File: src/rtl/const_pack.sv
package const_pack;

    // ------------------------------------------------------------------------
    // Sample and lane geometry
    // ------------------------------------------------------------------------

    localparam int Nadc = 8;  // Signed ADC sample width.
    localparam int Nti  = 4;  // Samples delivered per word.
    localparam int Nout = 2;  // Phase interpolator outputs.
    localparam int Npi  = 6;  // Interpolator control code width.

    // ------------------------------------------------------------------------
    // Loop arithmetic widths
    // ------------------------------------------------------------------------

    // Two extra bits cover the detector sum over a word.
    localparam int Nerr = Nadc + 2;

    // Fractional bits kept below the integer part of both accumulators.
    localparam int phase_est_shift = 8;

    localparam int Nacc = Nerr + phase_est_shift + 1;

endpackage

File: src/rtl/cdr_pack.sv
package cdr_pack;

    // ------------------------------------------------------------------------
    // Loop control
    // ------------------------------------------------------------------------

    // Kp and Ki are left shift amounts applied to the phase error.
    localparam int gain_width = 3;

    // The loop ignores the detector for this many clocks after reset.
    localparam int reset_hold_cycles = 32;
    localparam int hold_cnt_width    = $clog2(reset_hold_cycles + 1);

    // ------------------------------------------------------------------------
    // Snapshot sequencer
    // ------------------------------------------------------------------------

    typedef enum logic [1:0] {
        WAIT   = 2'd0,  // Waiting for the request to drop.
        READY  = 2'd1,  // Armed for the next rising request.
        SAMPLE = 2'd2
    } snap_state_t;

endpackage

File: src/rtl/cdr_debug_intf.sv
`timescale 1ns/1ps

// Static debug configuration shared by the detector and the loop filter.
interface cdr_debug_intf;

    logic signed [const_pack::Nerr-1:0] pd_offset;     // Added to every detector output.
    logic        [cdr_pack::gain_width-1:0] Kp;
    logic        [cdr_pack::gain_width-1:0] Ki;
    logic                               en_freq_est;
    logic                               en_ext_pi_ctl;
    logic        [const_pack::Npi-1:0]  ext_pi_ctl;    // Manual interpolator code.

    // The detector only needs its offset.
    modport pd (
        input pd_offset
    );

    // Gains, integral enable and the manual code override.
    modport loop (
        input Kp,
        input Ki,
        input en_freq_est,
        input en_ext_pi_ctl,
        input ext_pi_ctl
    );

endinterface

File: src/rtl/mm_pd.sv
`timescale 1ns/1ps

module mm_pd (
    input  logic                               clk,
    input  logic                               ext_rstb,
    input  logic signed [const_pack::Nadc-1:0] din_i [const_pack::Nti-1:0],
    input  logic                               din_valid_i,
    cdr_debug_intf.pd                          dbg_i,
    output logic signed [const_pack::Nerr-1:0] err_o,
    output logic                               err_valid_o
);

    logic signed [const_pack::Nadc-1:0] last_q;                  // Final sample of the last word.
    logic signed [const_pack::Nadc-1:0] x_ext [const_pack::Nti:0];
    logic signed [const_pack::Nerr+3:0] pd_sum;
    logic signed [const_pack::Nerr+3:0] pd_total;
    logic signed [const_pack::Nerr-1:0] err_sat;

    // Entry 0 holds x[-1], so every lane sees its predecessor at index k.
    always_comb begin
        x_ext[0] = last_q;
        for (int k = 0; k < const_pack::Nti; k++) begin
            x_ext[k+1] = din_i[k];
        end
    end

    // ------------------------------------------------------------------------
    // Mueller-Muller sum across lane boundaries
    // ------------------------------------------------------------------------

    always_comb begin : pd_sum_calc
        logic signed [const_pack::Nerr+3:0] cur;
        logic signed [const_pack::Nerr+3:0] prv;
        pd_sum = '0;
        for (int k = 1; k <= const_pack::Nti; k++) begin
            cur    = x_ext[k];
            prv    = x_ext[k-1];
            pd_sum = pd_sum + ((prv >= 0) ? cur : -cur) - ((cur >= 0) ? prv : -prv);
        end
    end

    assign pd_total = pd_sum + dbg_i.pd_offset;

    // Clamp to the Nerr-bit signed range.
    always_comb begin
        if (pd_total > (2 ** (const_pack::Nerr - 1) - 1)) begin
            err_sat = {1'b0, {(const_pack::Nerr - 1){1'b1}}};
        end else if (pd_total < -(2 ** (const_pack::Nerr - 1))) begin
            err_sat = {1'b1, {(const_pack::Nerr - 1){1'b0}}};
        end else begin
            err_sat = pd_total[const_pack::Nerr-1:0];
        end
    end

    always_ff @(posedge clk or negedge ext_rstb) begin
        if (!ext_rstb) begin
            last_q      <= '0;
            err_valid_o <= 1'b0;
        end else begin
            err_valid_o <= din_valid_i;
            if (din_valid_i) begin
                last_q <= din_i[const_pack::Nti-1];
            end
        end
    end

    always_ff @(posedge clk) begin
        if (din_valid_i) begin
            err_o <= err_sat;  // Only meaningful while err_valid_o is high.
        end
    end

endmodule

File: src/rtl/mm_cdr.sv
`timescale 1ns/1ps

module mm_cdr (
    input  logic                               clk,
    input  logic                               ext_rstb,
    input  logic signed [const_pack::Nerr-1:0] err_i,
    input  logic                               err_valid_i,
    cdr_debug_intf.loop                        dbg_i,
    output logic        [const_pack::Npi-1:0]  pi_ctl_o [const_pack::Nout-1:0],
    output logic                               freq_lvl_cross_o,
    output logic signed [const_pack::Nacc-1:0] phase_est_o,
    output logic signed [const_pack::Nacc-1:0] freq_est_o
);

    logic [cdr_pack::hold_cnt_width-1:0] hold_cnt;
    logic                                in_hold;

    logic signed [const_pack::Nerr-1:0] err_used;
    logic signed [const_pack::Nacc-1:0] err_ext;
    logic signed [const_pack::Nacc-1:0] freq_upd;
    logic signed [const_pack::Nacc-1:0] freq_d;
    logic signed [const_pack::Nacc-1:0] phase_d;
    logic signed [const_pack::Nacc-1:0] freq_q;
    logic signed [const_pack::Nacc-1:0] phase_q;
    logic signed [const_pack::Nacc-1:0] phase_scaled;
    logic        [const_pack::Npi-1:0]  pi_code;

    // ------------------------------------------------------------------------
    // Reset hold
    // ------------------------------------------------------------------------

    // The counter stops once the hold has run out and stays there until reset.
    assign in_hold = (32'(hold_cnt) < cdr_pack::reset_hold_cycles);

    always_ff @(posedge clk or negedge ext_rstb) begin
        if (!ext_rstb) begin
            hold_cnt <= '0;
        end else if (in_hold) begin
            hold_cnt <= hold_cnt + 1'b1;
        end
    end

    assign err_used = in_hold ? '0 : err_i;
    assign err_ext  = err_used;  // Sign extends to the accumulator width.

    // ------------------------------------------------------------------------
    // Second-order loop filter
    // ------------------------------------------------------------------------

    always_comb begin
        freq_upd = freq_q + (err_ext <<< dbg_i.Ki);
        freq_d   = dbg_i.en_freq_est ? freq_upd : '0;
        // The integral term enters the phase with its value from before this update.
        phase_d  = phase_q + (err_ext <<< dbg_i.Kp) + freq_q;
    end

    always_ff @(posedge clk or negedge ext_rstb) begin
        if (!ext_rstb) begin
            phase_q          <= '0;
            freq_q           <= '0;
            freq_lvl_cross_o <= 1'b0;
        end else if (err_valid_i) begin
            phase_q          <= phase_d;
            freq_q           <= freq_d;
            freq_lvl_cross_o <= (freq_d > freq_q);
        end
    end

    assign phase_est_o = phase_q;
    assign freq_est_o  = freq_q;

    // ------------------------------------------------------------------------
    // Interpolator codes
    // ------------------------------------------------------------------------

    // Drop the fraction and the low error bits; the code wraps with the phase.
    assign phase_scaled = phase_q >>> (const_pack::phase_est_shift + const_pack::Nerr
                                       - const_pack::Npi);
    assign pi_code      = phase_scaled[const_pack::Npi-1:0];

    always_comb begin
        for (int j = 0; j < const_pack::Nout; j++) begin
            pi_ctl_o[j] = dbg_i.en_ext_pi_ctl ? dbg_i.ext_pi_ctl : pi_code;
        end
    end

endmodule

File: src/rtl/cdr_snapshot.sv
`timescale 1ns/1ps

module cdr_snapshot (
    input  logic                               clk,
    input  logic                               ext_rstb,
    input  logic                               sample_req_i,
    input  logic signed [const_pack::Nacc-1:0] phase_est_i,
    input  logic signed [const_pack::Nacc-1:0] freq_est_i,
    output logic signed [const_pack::Nacc-1:0] snap_phase_o,
    output logic signed [const_pack::Nacc-1:0] snap_freq_o
);

    cdr_pack::snap_state_t state_q;

    // A request must be seen low in WAIT before the block arms again, so a
    // request held high gives a single capture.
    always_ff @(posedge clk or negedge ext_rstb) begin
        if (!ext_rstb) begin
            state_q      <= cdr_pack::WAIT;
            snap_phase_o <= '0;
            snap_freq_o  <= '0;
        end else begin
            case (state_q)
                cdr_pack::WAIT: begin
                    if (!sample_req_i) begin
                        state_q <= cdr_pack::READY;
                    end
                end
                cdr_pack::READY: begin
                    if (sample_req_i) begin
                        state_q <= cdr_pack::SAMPLE;
                    end
                end
                cdr_pack::SAMPLE: begin
                    snap_phase_o <= phase_est_i;  // Both taken on the same edge.
                    snap_freq_o  <= freq_est_i;
                    state_q      <= cdr_pack::WAIT;
                end
                default: begin
                    state_q <= cdr_pack::WAIT;
                end
            endcase
        end
    end

endmodule

File: src/rtl/cdr_top.sv
`timescale 1ns/1ps

module cdr_top (
    input  logic                                clk,
    input  logic                                ext_rstb,
    input  logic signed [const_pack::Nadc-1:0]  din_i [const_pack::Nti-1:0],
    input  logic                                din_valid_i,
    input  logic signed [const_pack::Nerr-1:0]  pd_offset_i,
    input  logic        [cdr_pack::gain_width-1:0] kp_i,
    input  logic        [cdr_pack::gain_width-1:0] ki_i,
    input  logic                                en_freq_est_i,
    input  logic                                en_ext_pi_ctl_i,
    input  logic        [const_pack::Npi-1:0]   ext_pi_ctl_i,
    input  logic                                sample_req_i,
    output logic        [const_pack::Npi-1:0]   pi_ctl_o [const_pack::Nout-1:0],
    output logic                                freq_lvl_cross_o,
    output logic signed [const_pack::Nacc-1:0]  snap_phase_o,
    output logic signed [const_pack::Nacc-1:0]  snap_freq_o
);

    logic signed [const_pack::Nerr-1:0] err;
    logic                               err_valid;
    logic signed [const_pack::Nacc-1:0] phase_est;
    logic signed [const_pack::Nacc-1:0] freq_est;

    cdr_debug_intf dbg ();

    // Debug fields come straight from the pins.
    assign dbg.pd_offset     = pd_offset_i;
    assign dbg.Kp            = kp_i;
    assign dbg.Ki            = ki_i;
    assign dbg.en_freq_est   = en_freq_est_i;
    assign dbg.en_ext_pi_ctl = en_ext_pi_ctl_i;
    assign dbg.ext_pi_ctl    = ext_pi_ctl_i;

    mm_pd u_pd (
        .clk         (clk),
        .ext_rstb    (ext_rstb),
        .din_i       (din_i),
        .din_valid_i (din_valid_i),
        .dbg_i       (dbg.pd),
        .err_o       (err),
        .err_valid_o (err_valid)
    );

    mm_cdr u_cdr (
        .clk              (clk),
        .ext_rstb         (ext_rstb),
        .err_i            (err),
        .err_valid_i      (err_valid),
        .dbg_i            (dbg.loop),
        .pi_ctl_o         (pi_ctl_o),
        .freq_lvl_cross_o (freq_lvl_cross_o),
        .phase_est_o      (phase_est),
        .freq_est_o       (freq_est)
    );

    cdr_snapshot u_snap (
        .clk          (clk),
        .ext_rstb     (ext_rstb),
        .sample_req_i (sample_req_i),
        .phase_est_i  (phase_est),
        .freq_est_i   (freq_est),
        .snap_phase_o (snap_phase_o),
        .snap_freq_o  (snap_freq_o)
    );

endmodule

File: config.mk
export PLATFORM = sky130hd
export DESIGN_NAME = cdr_top
export DESIGN_NICKNAME = d
export VERILOG_FILES = /design/src/rtl/const_pack.sv /design/src/rtl/cdr_pack.sv /design/src/rtl/cdr_debug_intf.sv /design/src/rtl/mm_pd.sv /design/src/rtl/mm_cdr.sv /design/src/rtl/cdr_snapshot.sv /design/src/rtl/cdr_top.sv
export SDC_FILE = /design/constraint.sdc
export NUM_CORES = 1
export LEC_CHECK = 0
export BUFFER_PORTS_ARGS = -buffer_cell sky130_fd_sc_hd__buf_4
export CORE_MARGIN = 2
export CORE_UTILIZATION = 30
export CTS_CLUSTER_SIZE = 10
export DETAILED_ROUTE_END_ITERATION = 10
export PLACE_DENSITY = 0.57
export REMOVE_ABC_BUFFERS = 1
export SLEW_MARGIN = 20
export SYNTH_ARGS = -nofsm -noshare
export SYNTH_HDL_FRONTEND = slang
export SYNTH_SLANG_ARGS = --single-unit
File: constraint.sdc
create_clock -name clk -period 5.65 [get_ports clk]
set_input_delay 0.2825 -clock clk [delete_from_list [all_inputs] [get_ports clk]]
set_output_delay 0.2825 -clock clk [all_outputs]
set_load 0.05 [all_outputs]
==> results.md, run 1 <==
Outcome:
- The run finished, with violations left.
- The final reports fail on negative setup slack.

CTS:
- The clock passes through at most 2 buffers.
- In this run the number of H-tree levels came out at 3.
- After clock tree synthesis, the clock-pin slew on the worst setup and hold paths is 0.08 ns.
- For the worst-skew pair, the clock arrives at the later sink with an insertion delay of 0.37 ns.
- The number of clock buffers inserted by TritonCTS is 9.
- The number of clock sinks is 104.
- The cell at the root of the clock tree is sky130_fd_sc_hd__clkbuf_16.
- The clock tree from TritonCTS is yes.

Floorplanning:
- The cell row count is 72.
- The starting density of the core is 30.47%.
- Pin placement for this block handled 111 I/O pins.
- From bottom edge to top edge, the die measures 202.4 um.
- The total area inside the core boundary comes to 38740 um2.
- The chip width is 202.4 um.
- The die covers 40950 um2.

STA:
- The hold violation total from the final report is 0.
- Setup slack on the critical path of the routed design comes to -0.2582 ns.
- At the pin with the least slew margin, the transition time is 0.8065 ns.
- The number of max-slew violations in the final report came to 0.
- The setup TNS after final layout is -2.016 ns.
- The final critical-path share of the clock period is 104.6%.
- The count of endpoints failing setup in the final report is 9.
- The maximum clock rate is 169.3 MHz.
- For the final database, setup skew stands at 0.01273 ns.
- The time the worst path needs with I/O delays and setup is 5.908 ns.
- Setup repair after global routing could not meet its margin everywhere.
- Headroom to the max-slew limit came out at 44.84%.

Yosys:
- Of the total synthesized cell area, the portion taken by AND, OR, NAND and NOR gates is 14.99%.
- The number of warnings printed during yosys synthesis is 0.
- The cell area that synthesis handed to floorplanning was 11800 um2.
- The share of synthesized area in the top cell type comes to 19.93%.
- By count the netlist is led by sky130_fd_sc_hd__inv_1, sky130_fd_sc_hd__nand2_1, sky130_fd_sc_hd__o21ai_0.
- The dominant cell by count in the synthesized netlist is sky130_fd_sc_hd__inv_1.
- Dividing the synthesized area by the synthesized cell count gives 8.603 um2.
- Summing the areas of all compound-gate instances in the mapped netlist gives 13.59% of the synthesized area.
- After Yosys synthesis, XOR and XNOR cells account for 7.971% of the synthesized area.
- After synthesis, the cell types taking the most area are sky130_fd_sc_hd__dfrtp_1, sky130_fd_sc_hd__fa_1, sky130_fd_sc_hd__ha_1.
- The proportion of synthesized flip-flops having asynchronous set or reset is 90.38%.
- The most common flop cell mapped by yosys is sky130_fd_sc_hd__dfrtp_1.
- Yosys mapped a number of flops with a built-in enable equal to 10.
- Measured against the total synthesized area, the mux share comes to 5.067%.
- The sequential cell area fraction in the yosys report is 22.47%.
- After synthesis, the largest family of logic cells by area is adder cells.
- The post-synthesis cell type count is 68.
- The gate count of the mapped netlist is 1372.
- After Yosys synthesis, full adders, half adders and majority gates account for 26.58% of the synthesized area.
- Synthesis inferred 104 register bits.
- The most area-hungry cell type in the Yosys netlist is sky130_fd_sc_hd__dfrtp_1.

GRT:
- The first global-routing pass estimated 51.12 mm of wire.
- The number of global-route vias before repair came to 10060.
- Global routing consumed, over all layers together, 15.47% of the routing resources.
- The largest net degree at the start of global routing is 74.
- The number of antenna violations at the first check in global routing is 0.
- The global-route met1 utilization is 20.23%.
- The sum of overflow across all layers after global routing is 0.
- The met2 track demand over resource is 28.07%.
- met2 is the most crowded layer.
- The met3 usage is 1.612%.

Drt:
- The pre-antenna-repair detailed-routing pass consisted of 7 iterations.
- In the final routed layout, each cell accounts on average for 14.81 um.
- The count of antenna-violating nets left after detailed routing is 0.
- After detailed routing, the total wire length is 31.18 mm.
- Using the TritonRoute via totals, the vias-per-cell ratio works out to 4.663.
- The final route contains 9815 vias.
- For this block, the initial DRC count from the detailed router was 431.
- The number of DRC violations after detailed routing is 0.

Worst setup path:
- The cell that appears most often on the critical path is sky130_fd_sc_hd__fa_1.
- Measured in cells, the most critical reg-to-reg path has a length of 24.
- For the worst setup path, the data required time is 5.77 ns.
- In this run the worst path has a maximum fanout of 5.
- Data on the critical path arrives at its endpoint at 6.02 ns.
- The start-to-end type of the worst setup path is primary input to flip-flop.
- STA classifies the critical path startpoint as a primary input.
- In this run the register-to-register setup slack is -0.18 ns.
- The delay contributed by the slowest stage of the critical path is 0.55 ns.
- The worst register-to-register path begins at u_pd.last_q[0].
- The endpoint identified for the worst register-to-register timing path is u_pd.err_o[6].
- The critical path's slowest cell is sky130_fd_sc_hd__fa_1.
- The kind of end point of the critical path is a flip-flop.

Hold path:
- The number of instances on the worst hold path is 2.
- The endpoint of the worst hold-timing path is u_snap.state_q[0].
- The tightest min-delay check is of the primary input to flip-flop type.
- The worst hold path begins at sample_req_i.

Place:
- The half-perimeter wire length after placement is 25.42 mm.
- Routability-driven placement finished with a final weighted congestion of 0.8536.
- The number of port buffers is 110.

Cells and area:
- The layout cell share with drive strength beyond 1 is 26.02%.
- The layout net count is 1828.
- Fill cells in the final layout number 3952.
- The repair_antennas step left the layout with diodes totalling 0.
- Registers take 2654 um2.
- From synthesis to final layout, the design area changed by 27.23%.
- In the final layout, the multi-input gates occupy 8563 um2.

Run:
- The total of max-cap violations is 0.
==> registers in the layout, indices dropped and copies added (netlist names) <==
| signal | count |
|---|---|
| u_cdr.hold_cnt | 6 |
| u_pd.last_q | 8 |
| u_snap.snap_freq_o | 19 |
| u_snap.snap_phase_o | 19 |
| u_cdr.freq_lvl_cross_o | 1 |
| u_cdr.phase_est_o | 19 |
| u_cdr.freq_est_o | 19 |
| u_pd.err_o | 10 |
| u_snap.state_q | 2 |
| u_pd.err_valid_o | 1 |
==> worst max-delay path, delay by kind of cell <==
kind,cells,cell delay (ns)
xor gates and xnor gates,2,0.37
and+or+nand+nor,7,1.86
buffers and inverters,7,0.63
adders and majority gates,7,2.52
AOI/OAI and AO/OA,3,0.32
==> logic make-up (layout without fill, tap and decap cells) <==
kind of cell | count (synthesis) | in the layout
AND/OR/NAND/NOR | 377 | 377
buffers and inverters | 283 | 498
AO/OA/AOI/OAI | 261 | 261
adder cells (fa/ha/maj) | 186 | 186
XOR/XNOR | 105 | 105
flip-flops | 104 | 104
multiplexers | 56 | 56
==> metal layers <==
| metal | share of wire (%) | vias to the layer above |
|---|---|---|
| met3 | 2.9 | 13 |
| li1 | - | 4891 |
| met4 | 0.59 | 0 |
| met1 | 46 | 4737 |
| met5 | 0 | - |
| met2 | 50 | 174 |
==> cell usage in the layout, fill, tap and decap left out, types with 11 or more instances in the layout <==
master,count
sky130_fd_sc_hd__o21ai_0,101
sky130_fd_sc_hd__nor2_1,58
sky130_fd_sc_hd__ha_4,12
sky130_fd_sc_hd__mux2i_1,26
sky130_fd_sc_hd__ha_1,62
sky130_fd_sc_hd__nand2b_1,17
sky130_fd_sc_hd__o21ai_2,12
sky130_fd_sc_hd__inv_1,210
sky130_fd_sc_hd__xnor2_1,43
sky130_fd_sc_hd__nor3_1,25
sky130_fd_sc_hd__a21oi_1,40
sky130_fd_sc_hd__xor2_1,47
sky130_fd_sc_hd__or3_1,11
sky130_fd_sc_hd__fa_1,103
sky130_fd_sc_hd__dfrtp_1,93
sky130_fd_sc_hd__nand2_1,154
sky130_fd_sc_hd__o21a_1,18
sky130_fd_sc_hd__mux2_2,26
sky130_fd_sc_hd__and2_1,17
sky130_fd_sc_hd__nand3_1,25
sky130_fd_sc_hd__a21o_1,14
sky130_fd_sc_hd__buf_4,245
sky130_fd_sc_hd__inv_2,13
==> metrics by stage <==
step	hold WS (ns)	setup slack [ns]	cell area [um2]	utilization, %	cells
2_1_floorplan	-0.01309	-0.7744	11550	-	1315
3_3_place_gp	0.2993	-1.012	14010	36.16	2070
5_1_grt	0.04458	-0.4515	15020	38.77	2105
3_5_place_dp	0.3073	-1.075	14010	36.16	2070
4_1_cts	0.04108	-0.2579	14650	37.81	2095
6_report	0.05859	-0.2582	15020	38.77	2105
==> worst max path at each step <==
stage                        start       endpoint  slack [ns]  cells past startpoint
floorplan                 din_i[0]  u_pd.err_o[0]       -0.77                     24
global placement         din_i[16]  u_pd.err_o[0]       -1.01                     25
detailed placement       din_i[16]  u_pd.err_o[3]       -1.07                     25
CTS                 u_pd.last_q[1]  u_pd.err_o[5]       -0.26                     26
global route        u_pd.last_q[0]  u_pd.err_o[6]       -0.45                     26
finish                   din_i[24]  u_pd.err_o[6]       -0.26                     26
==> layout make-up <==
cell class / instances / share of cell area (%)
inverters: 226 / 5.682
well taps: 518 / 4.316
flip-flops and latches: 104 / 17.67
multi-input cells: 985 / 57.02
clock buffers: 10 / 1.591
clock inverters: 6 / 0.3749
repair buffers: 256 / 13.35
==> repair_timing <==
item                                    4_1_cts  5_1_grt
setup buffers                                 8       11
hold buffers                                  1        0
endpoints found under the setup margin       10       10
cloned                                        1        0
pin swaps                                    16       54
hold endpoints to repair                     39        0
gates resized for setup                      69       66
Power of run 1 is left out: the tool's default activity adds up to more than one toggle a clock period on the data nets, which glitch-free logic cannot reach.
==> run 2, diff against run 1 <==
CELL_PAD_IN_SITES_DETAIL_PLACEMENT = 1   (was default)
CELL_PAD_IN_SITES_GLOBAL_PLACEMENT = 2   (was default)
PLACE_DENSITY = 0.79   (was 0.57)
==> results.md, run 2 (same netlist as run 1, synthesis figures left out) <==
GRT:
- The wire length of the first global-routing pass came to 57.86 mm (+13%).
- The largest net degree at the start of global routing is 74 (unchanged).
- The number of antenna violations at the first check in global routing is 1 (+1).
- The global-route usage over all layers came to 17.61% (+2.1 points).
- The number of global-route vias before repair is 11070 (+10%).
- The sum of overflow across all layers after global routing is 0 (unchanged).

Cells and area:
- The leading cell type in the layout, fill and taps excluded is sky130_fd_sc_hd__buf_4.
- Leaving out fill and tap cells, the most frequent cells in the layout are sky130_fd_sc_hd__buf_4, sky130_fd_sc_hd__inv_1, sky130_fd_sc_hd__nand2_1, sky130_fd_sc_hd__o21ai_0, sky130_fd_sc_hd__fa_1.
- The finished layout cell area is 15410 um2 (+2.6%).
- The number of antenna cells inserted is 0 (unchanged).
- The layout net count is 1838 (+0.55%).
- The area growth from synthesis to layout is 30.58%.
- The layout cell share with drive strength beyond 1 came to 28.62% (+2.6 points).
- The register cell area after layout is 2654 um2 (unchanged).
- The final design utilization is 39.79% (+1.0 points).
- The area taken by multi-input logic gates is 8816 um2 (+3.0%).
- The count of fill cells added during filler insertion was 4561 (+15%).

CTS:
- The clock latency at the later pin of the worst-skew pair is 0.36 ns (about the same).
- The number of clock sinks is 104 (unchanged).
- The cell at the root of the clock tree is sky130_fd_sc_hd__clkbuf_16.
- The number of clock buffers inserted by TritonCTS is 9 (unchanged).
- The clock tree from TritonCTS is yes.
- The clock-pin transition on the worst setup and hold timing paths is 0.08 ns (about the same).
- The maximum count of clock buffers along a single path is 2 (unchanged).
- The H-tree depth was 3 (unchanged).

Drt:
- The average wire per cell in the routed design is 17.09 um (+15%).
- The count of antenna-violating nets left after detailed routing was 0 (unchanged).
- The vias per cell is 4.788 (+2.7%).
- The highest layer touched by signal routing is met5.
- The amount of wire on met2 after detailed routing came to 19.19 mm (+22%).
- The number of DRC violations after detailed-routing iteration 0 is 292 (-32%).
- The total length of routed wires is 36.14 mm (+16%).
- The wire length on met3 is 993 um (+8.6%).
- The number of detailed-route iterations in the first pass is 4 (-3).
- The via total after detailed routing was 10130 (+3.2%).
- The number of DRC violations after detailed routing is 0 (unchanged).
- The sum of routed wire segments on met1 came to 15.42 mm (+7.3%).

Place:
- The number of port buffers is 110 (unchanged).
- The half-perimeter wire length after placement is 29.21 mm (+15%).
- The routability congestion estimate came to 0.8601 (+0.76%).
- The instance area after placement is 14080 um2 (+0.52%).

STA:
- The hold violation total from the final report is 0 (unchanged).
- The transition time of the tightest slew-check pin is 0.8380 ns (+0.03152 ns).
- The time the worst path needs with I/O delays and setup is 5.972 ns (+0.06392 ns).
- The maximum clock rate is 167.4 MHz (-1.1%).
- The final critical-path share of the clock period came to 105.7% (+1.1 points).
- The setup skew after layout was 0.009583 ns (-0.003150 ns).
- Setup repair after global routing could not meet its margin everywhere.
- The count of endpoints failing setup in the final report was 10 (+1).
- The final setup slack of the worst path is -0.3221 ns (-0.06392 ns).
- The number of max-slew violations in the final report was 0 (unchanged).
- The tightest slew margin relative to the limit is 42.69% (-2.2 points).

Floorplanning:
- The number of top-level design ports is 111 (unchanged).
- The cell row count is 72 (unchanged).
- The vertical die dimension is 202.4 um (unchanged).
- The chip width is 202.4 um (unchanged).
- The area of the die was 40950 um2 (unchanged).
- The starting density of the core is 30.47% (unchanged).
- The core box area came to 38740 um2 (unchanged).

Worst setup path:
- The top fanout value on the critical path is 5 (unchanged).
- The worst setup path is launched from a primary input.
- The arrival time of the worst setup path is 6.19 ns (+0.17 ns).
- The critical path is of the primary input to flip-flop type.
- The most frequent cell on the critical path is sky130_fd_sc_hd__inv_2.
- On the critical path, the stage with the largest delay is an instance of sky130_fd_sc_hd__fa_1.
- The delay contributed by the slowest stage of the critical path is 0.58 ns (+0.03 ns).
- The data required time of the worst path came to 5.86 ns (+0.09 ns).
- The worst setup path is captured at a flip-flop.

Outcome:
- The flow ran to the end, but the final reports show violations.
- The checks that failed: negative setup slack.

Hold path:
- The tightest min-delay check is of the primary input to flip-flop type.

Run:
- The total of max-cap violations is 0 (unchanged).
==> run 2: cell types whose count changed in the layout (fill, tap and decap cells not counted), sizes merged <==
cell / change
inv: -2
clkinv: +3
bufinv: +1
buf: +9
clkinvlp: -1
==> run 2: critical path: cells and delay by family <==
kind	cells	cell delay, ns
xor gates and xnor gates	1	0.20
AOI/OAI and AO/OA	5	0.56
and+or+nand+nor	7	1.50
adders and majority gates	8	2.79
buffers and inverters	9	0.81
==> run 2: stage by stage <==
stage	hold slack (ns)	setup slack (ns)	TNS, ns	instances
final	0.06832	-0.3221	-2.753	2115
after global routing	0.05332	-0.4971	-4.348	2115
after CTS	0.04634	-0.3389	-2.928	2101
after detailed placement	0.3724	-1.153	-11.14	2078
after global placement	0.3669	-1.050	-10.09	2078
after floorplan	-0.01309	-0.7744	-7.186	1315
==> run 2: layout make-up <==
class,instances,area share [%]
multi-input combinational,985,57.20
sequential,104,17.22
timing repair buffer,266,13.70
inverter,226,5.585
tap,518,4.205
clock buffer,9,1.461
clock inverter,7,0.6332
==> run 2: layer usage <==
metal	global-route usage, %	vias up
met4	3.571	2
met3	1.919	32
met2	33.44	152
met5	0	-
li1	-	4890
met1	21.31	5051
==> run 2: worst paths after layout <==
check / start / endpoint / slack, ns / depth (start not counted)
min in group asynchronous: ext_rstb / u_snap.snap_phase_o[7] / 0.50 / 2
max in group asynchronous: ext_rstb / u_pd.err_valid_o / 4.03 / 3
worst max register to register: u_pd.last_q[0] / u_pd.err_o[1] / -0.24 / 26
worst min-delay path: sample_req_i / u_snap.state_q[0] / 0.07 / 2
worst min register to register: u_snap.state_q[1] / u_snap.state_q[0] / 0.47 / 1
worst max-delay path: din_i[25] / u_pd.err_o[1] / -0.32 / 30
==> run 2: timing repair <==
item / in CTS / in global routing
hold endpoints to repair: 50 / 0
setup buffers: 5 / 15
cloned: 1 / 0
setup endpoints to repair: 10 / 10
pin swaps: 19 / 90
hold buffers: 1 / 0
gates resized for setup: 79 / 112
Power of run 2 is left out for the same reason.
==> run 3, diff against run 2 <==
RECOVER_POWER = 100   (was default)
==> results.md, run 3 (same netlist as run 1, synthesis figures left out) <==
Floorplanning:
- The core box area is 38740 um2 (unchanged).
- The area of the die was 40950 um2 (unchanged).
- The vertical die dimension came to 202.4 um (unchanged).
- The starting density of the core is 30.47% (unchanged).
- The number of top-level design ports is 111 (unchanged).
- The cell row count came to 72 (unchanged).
- The chip width was 202.4 um (unchanged).

Worst setup path:
- Counting stages on the worst path, the most repeated cell is sky130_fd_sc_hd__inv_2.
- The top fanout value on the critical path came to 5 (unchanged).
- The delay contributed by the slowest stage of the critical path is 0.59 ns (about the same).
- The data required time of the worst path is 5.86 ns (about the same).
- The arrival time of the worst setup path is 6.19 ns (about the same).
- The setup path with the least slack is of type primary input to flip-flop.
- The largest individual stage delay along the critical path comes from the cell sky130_fd_sc_hd__fa_1.
- The total buffers and inverters traversed by the critical path is 9 (unchanged).
- The kind of end point of the critical path is a flip-flop.
- The startpoint kind of the worst setup timing path is a primary input.
- The kind of cell with the highest combined delay along the critical path is adder cells.

CTS:
- The number of clock buffers inserted by TritonCTS is 9 (unchanged).
- The clock latency at the later pin of the worst-skew pair came to 0.36 ns (about the same).
- The number of clock sinks is 104 (unchanged).
- In this run the clock root is driven by a sky130_fd_sc_hd__clkbuf_16.
- The H-tree depth is 3 (unchanged).
- The maximum count of clock buffers along a single path came to 2 (unchanged).
- TritonCTS built the clock tree.
- The clock-pin transition on the worst setup and hold timing paths is 0.08 ns (about the same).

STA:
- The number of max-slew violations in the final report is 126 (+126).
- The time the worst path needs with I/O delays and setup is 5.973 ns (+0.001193 ns).
- The transition time of the tightest slew-check pin was 2.897 ns (+2.059 ns).
- The setup TNS after final layout is -2.754 ns (-0.0006200 ns).
- The final setup slack of the worst path is -0.3233 ns (-0.001193 ns).
- The tightest slew margin relative to the limit was -93.13% (-140 points).
- The final critical-path share of the clock period is 105.7% (about the same).
- The count of endpoints failing setup in the final report is 10 (unchanged).
- The setup skew after layout is 0.009678 ns (+0.00009515 ns).
- The hold violation total from the final report was 0 (unchanged).
- The maximum clock rate is 167.4 MHz (about the same).
- Setup repair after global routing could not meet its margin everywhere.

GRT:
- The sum of overflow across all layers after global routing is 0 (unchanged).
- The wire length of the first global-routing pass is 57.86 mm (unchanged).
- The largest net degree at the start of global routing is 74 (unchanged).
- The global-route usage over all layers was 17.61% (unchanged).
- The number of antenna violations at the first check in global routing is 1 (unchanged).
- The number of global-route vias before repair is 11070 (unchanged).

Cells and area:
- The area growth from synthesis to layout is 28.78%.
- The layout cell share with drive strength beyond 1 is 25.11% (-3.5 points).
- The number of antenna cells inserted is 0 (unchanged).
- The area taken by multi-input logic gates is 8816 um2 (unchanged).
- The register cell area after layout is 2654 um2 (unchanged).
- The library cell used most frequently in the layout, excluding fill and tap cells, is sky130_fd_sc_hd__inv_1.
- The layout net count is 1838 (unchanged).
- In the layout the commonest cells are sky130_fd_sc_hd__inv_1, sky130_fd_sc_hd__buf_4, sky130_fd_sc_hd__nand2_1, sky130_fd_sc_hd__o21ai_0, sky130_fd_sc_hd__fa_1.
- The count of fill cells added during filler insertion is 4575 (+0.31%).

Drt:
- The number of DRC violations after detailed routing is 0 (unchanged).
- The vias per cell is 4.796 (+0.16%).
- The via total after detailed routing was 10140 (+0.16%).
- The count of antenna-violating nets left after detailed routing is 0 (unchanged).
- The average wire per cell in the routed design came to 17.13 um (+0.23%).
- The total length of routed wires is 36.23 mm (+0.23%).
- The number of DRC violations after detailed-routing iteration 0 came to 290 (-0.68%).
- The number of detailed-route iterations in the first pass came to 6 (+2).

Place:
- The number of port buffers is 110 (unchanged).
- The routability congestion estimate is 0.8601 (unchanged).
- The half-perimeter wire length after placement is 29.21 mm (unchanged).

Outcome:
- The run finished, with violations left.
- The checks that failed: max-capacitance violations, max-slew violations, negative setup slack.

Run:
- The total of max-cap violations is 2 (+2).

Hold path:
- The type of the tightest min-delay check is primary input to flip-flop.
run 3: cell types whose count changed in the layout (fill, tap and decap cells not counted):
cell,change
sky130_fd_sc_hd__buf_4,-57
sky130_fd_sc_hd__o21ai_0,+1
sky130_fd_sc_hd__clkbuf_1,+56
sky130_fd_sc_hd__o21ai_1,-1
sky130_fd_sc_hd__and2_1,-11
sky130_fd_sc_hd__clkbuf_2,+1
sky130_fd_sc_hd__and2_0,+11
run 3: metal layers:
metal  vias up  share of wire (%)  track usage [%]
met1      5062                 43            21.31
li1       4894                  -                -
met2       153                 53            33.44
met3        32                2.7            1.919
met4         2                1.5            3.571
met5         -              0.028                0
run 3: final timing paths:
| path | from | end | slack (ns) | cells past startpoint |
|---|---|---|---|---|
| min reg2reg | u_snap.state_q[1] | u_snap.state_q[0] | 0.47 | 1 |
| min in group asynchronous | ext_rstb | u_snap.snap_phase_o[7] | 1.40 | 2 |
| max reg2reg | u_pd.last_q[0] | u_pd.err_o[1] | -0.26 | 26 |
| min | sample_req_i | u_snap.state_q[0] | 0.07 | 2 |
| max | din_i[25] | u_pd.err_o[1] | -0.32 | 30 |
| max in group asynchronous | ext_rstb | u_pd.err_valid_o | 1.79 | 3 |
run 3: metrics by stage:
stage | utilization (%) | area [um2] | worst slack [ns] | cells | hold slack [ns]
final | 39.24 | 15200 | -0.3233 | 2115 | 0.06633
after global routing | 39.24 | 15200 | -0.4971 | 2115 | 0.05332
after CTS | 38.23 | 14810 | -0.3389 | 2101 | 0.04634
after detailed placement | 36.35 | 14080 | -1.153 | 2078 | 0.3724
after global placement | 36.35 | 14080 | -1.050 | 2078 | 0.3669
after floorplan | - | 11550 | -0.7744 | 1315 | -0.01309
run 3: what timing repair did:
item	in CTS	in global routing
hold buffers	1	0
pin swaps	19	90
setup endpoints to repair	10	10
gates resized for setup	79	112
endpoints found under the hold margin	50	0
cloned	1	0
setup buffers	5	15
run 3: cell type report:
| cell class | instances | share of cell area (%) |
|---|---|---|
| clock buffer | 9 | 1.482 |
| clock inverter | 7 | 0.6420 |
| inverter | 226 | 5.663 |
| multi-input combinational | 985 | 58.00 |
| sequential | 104 | 17.46 |
| tap | 518 | 4.264 |
| timing repair buffer | 266 | 12.49 |
Power of run 3 is left out for the same reason.
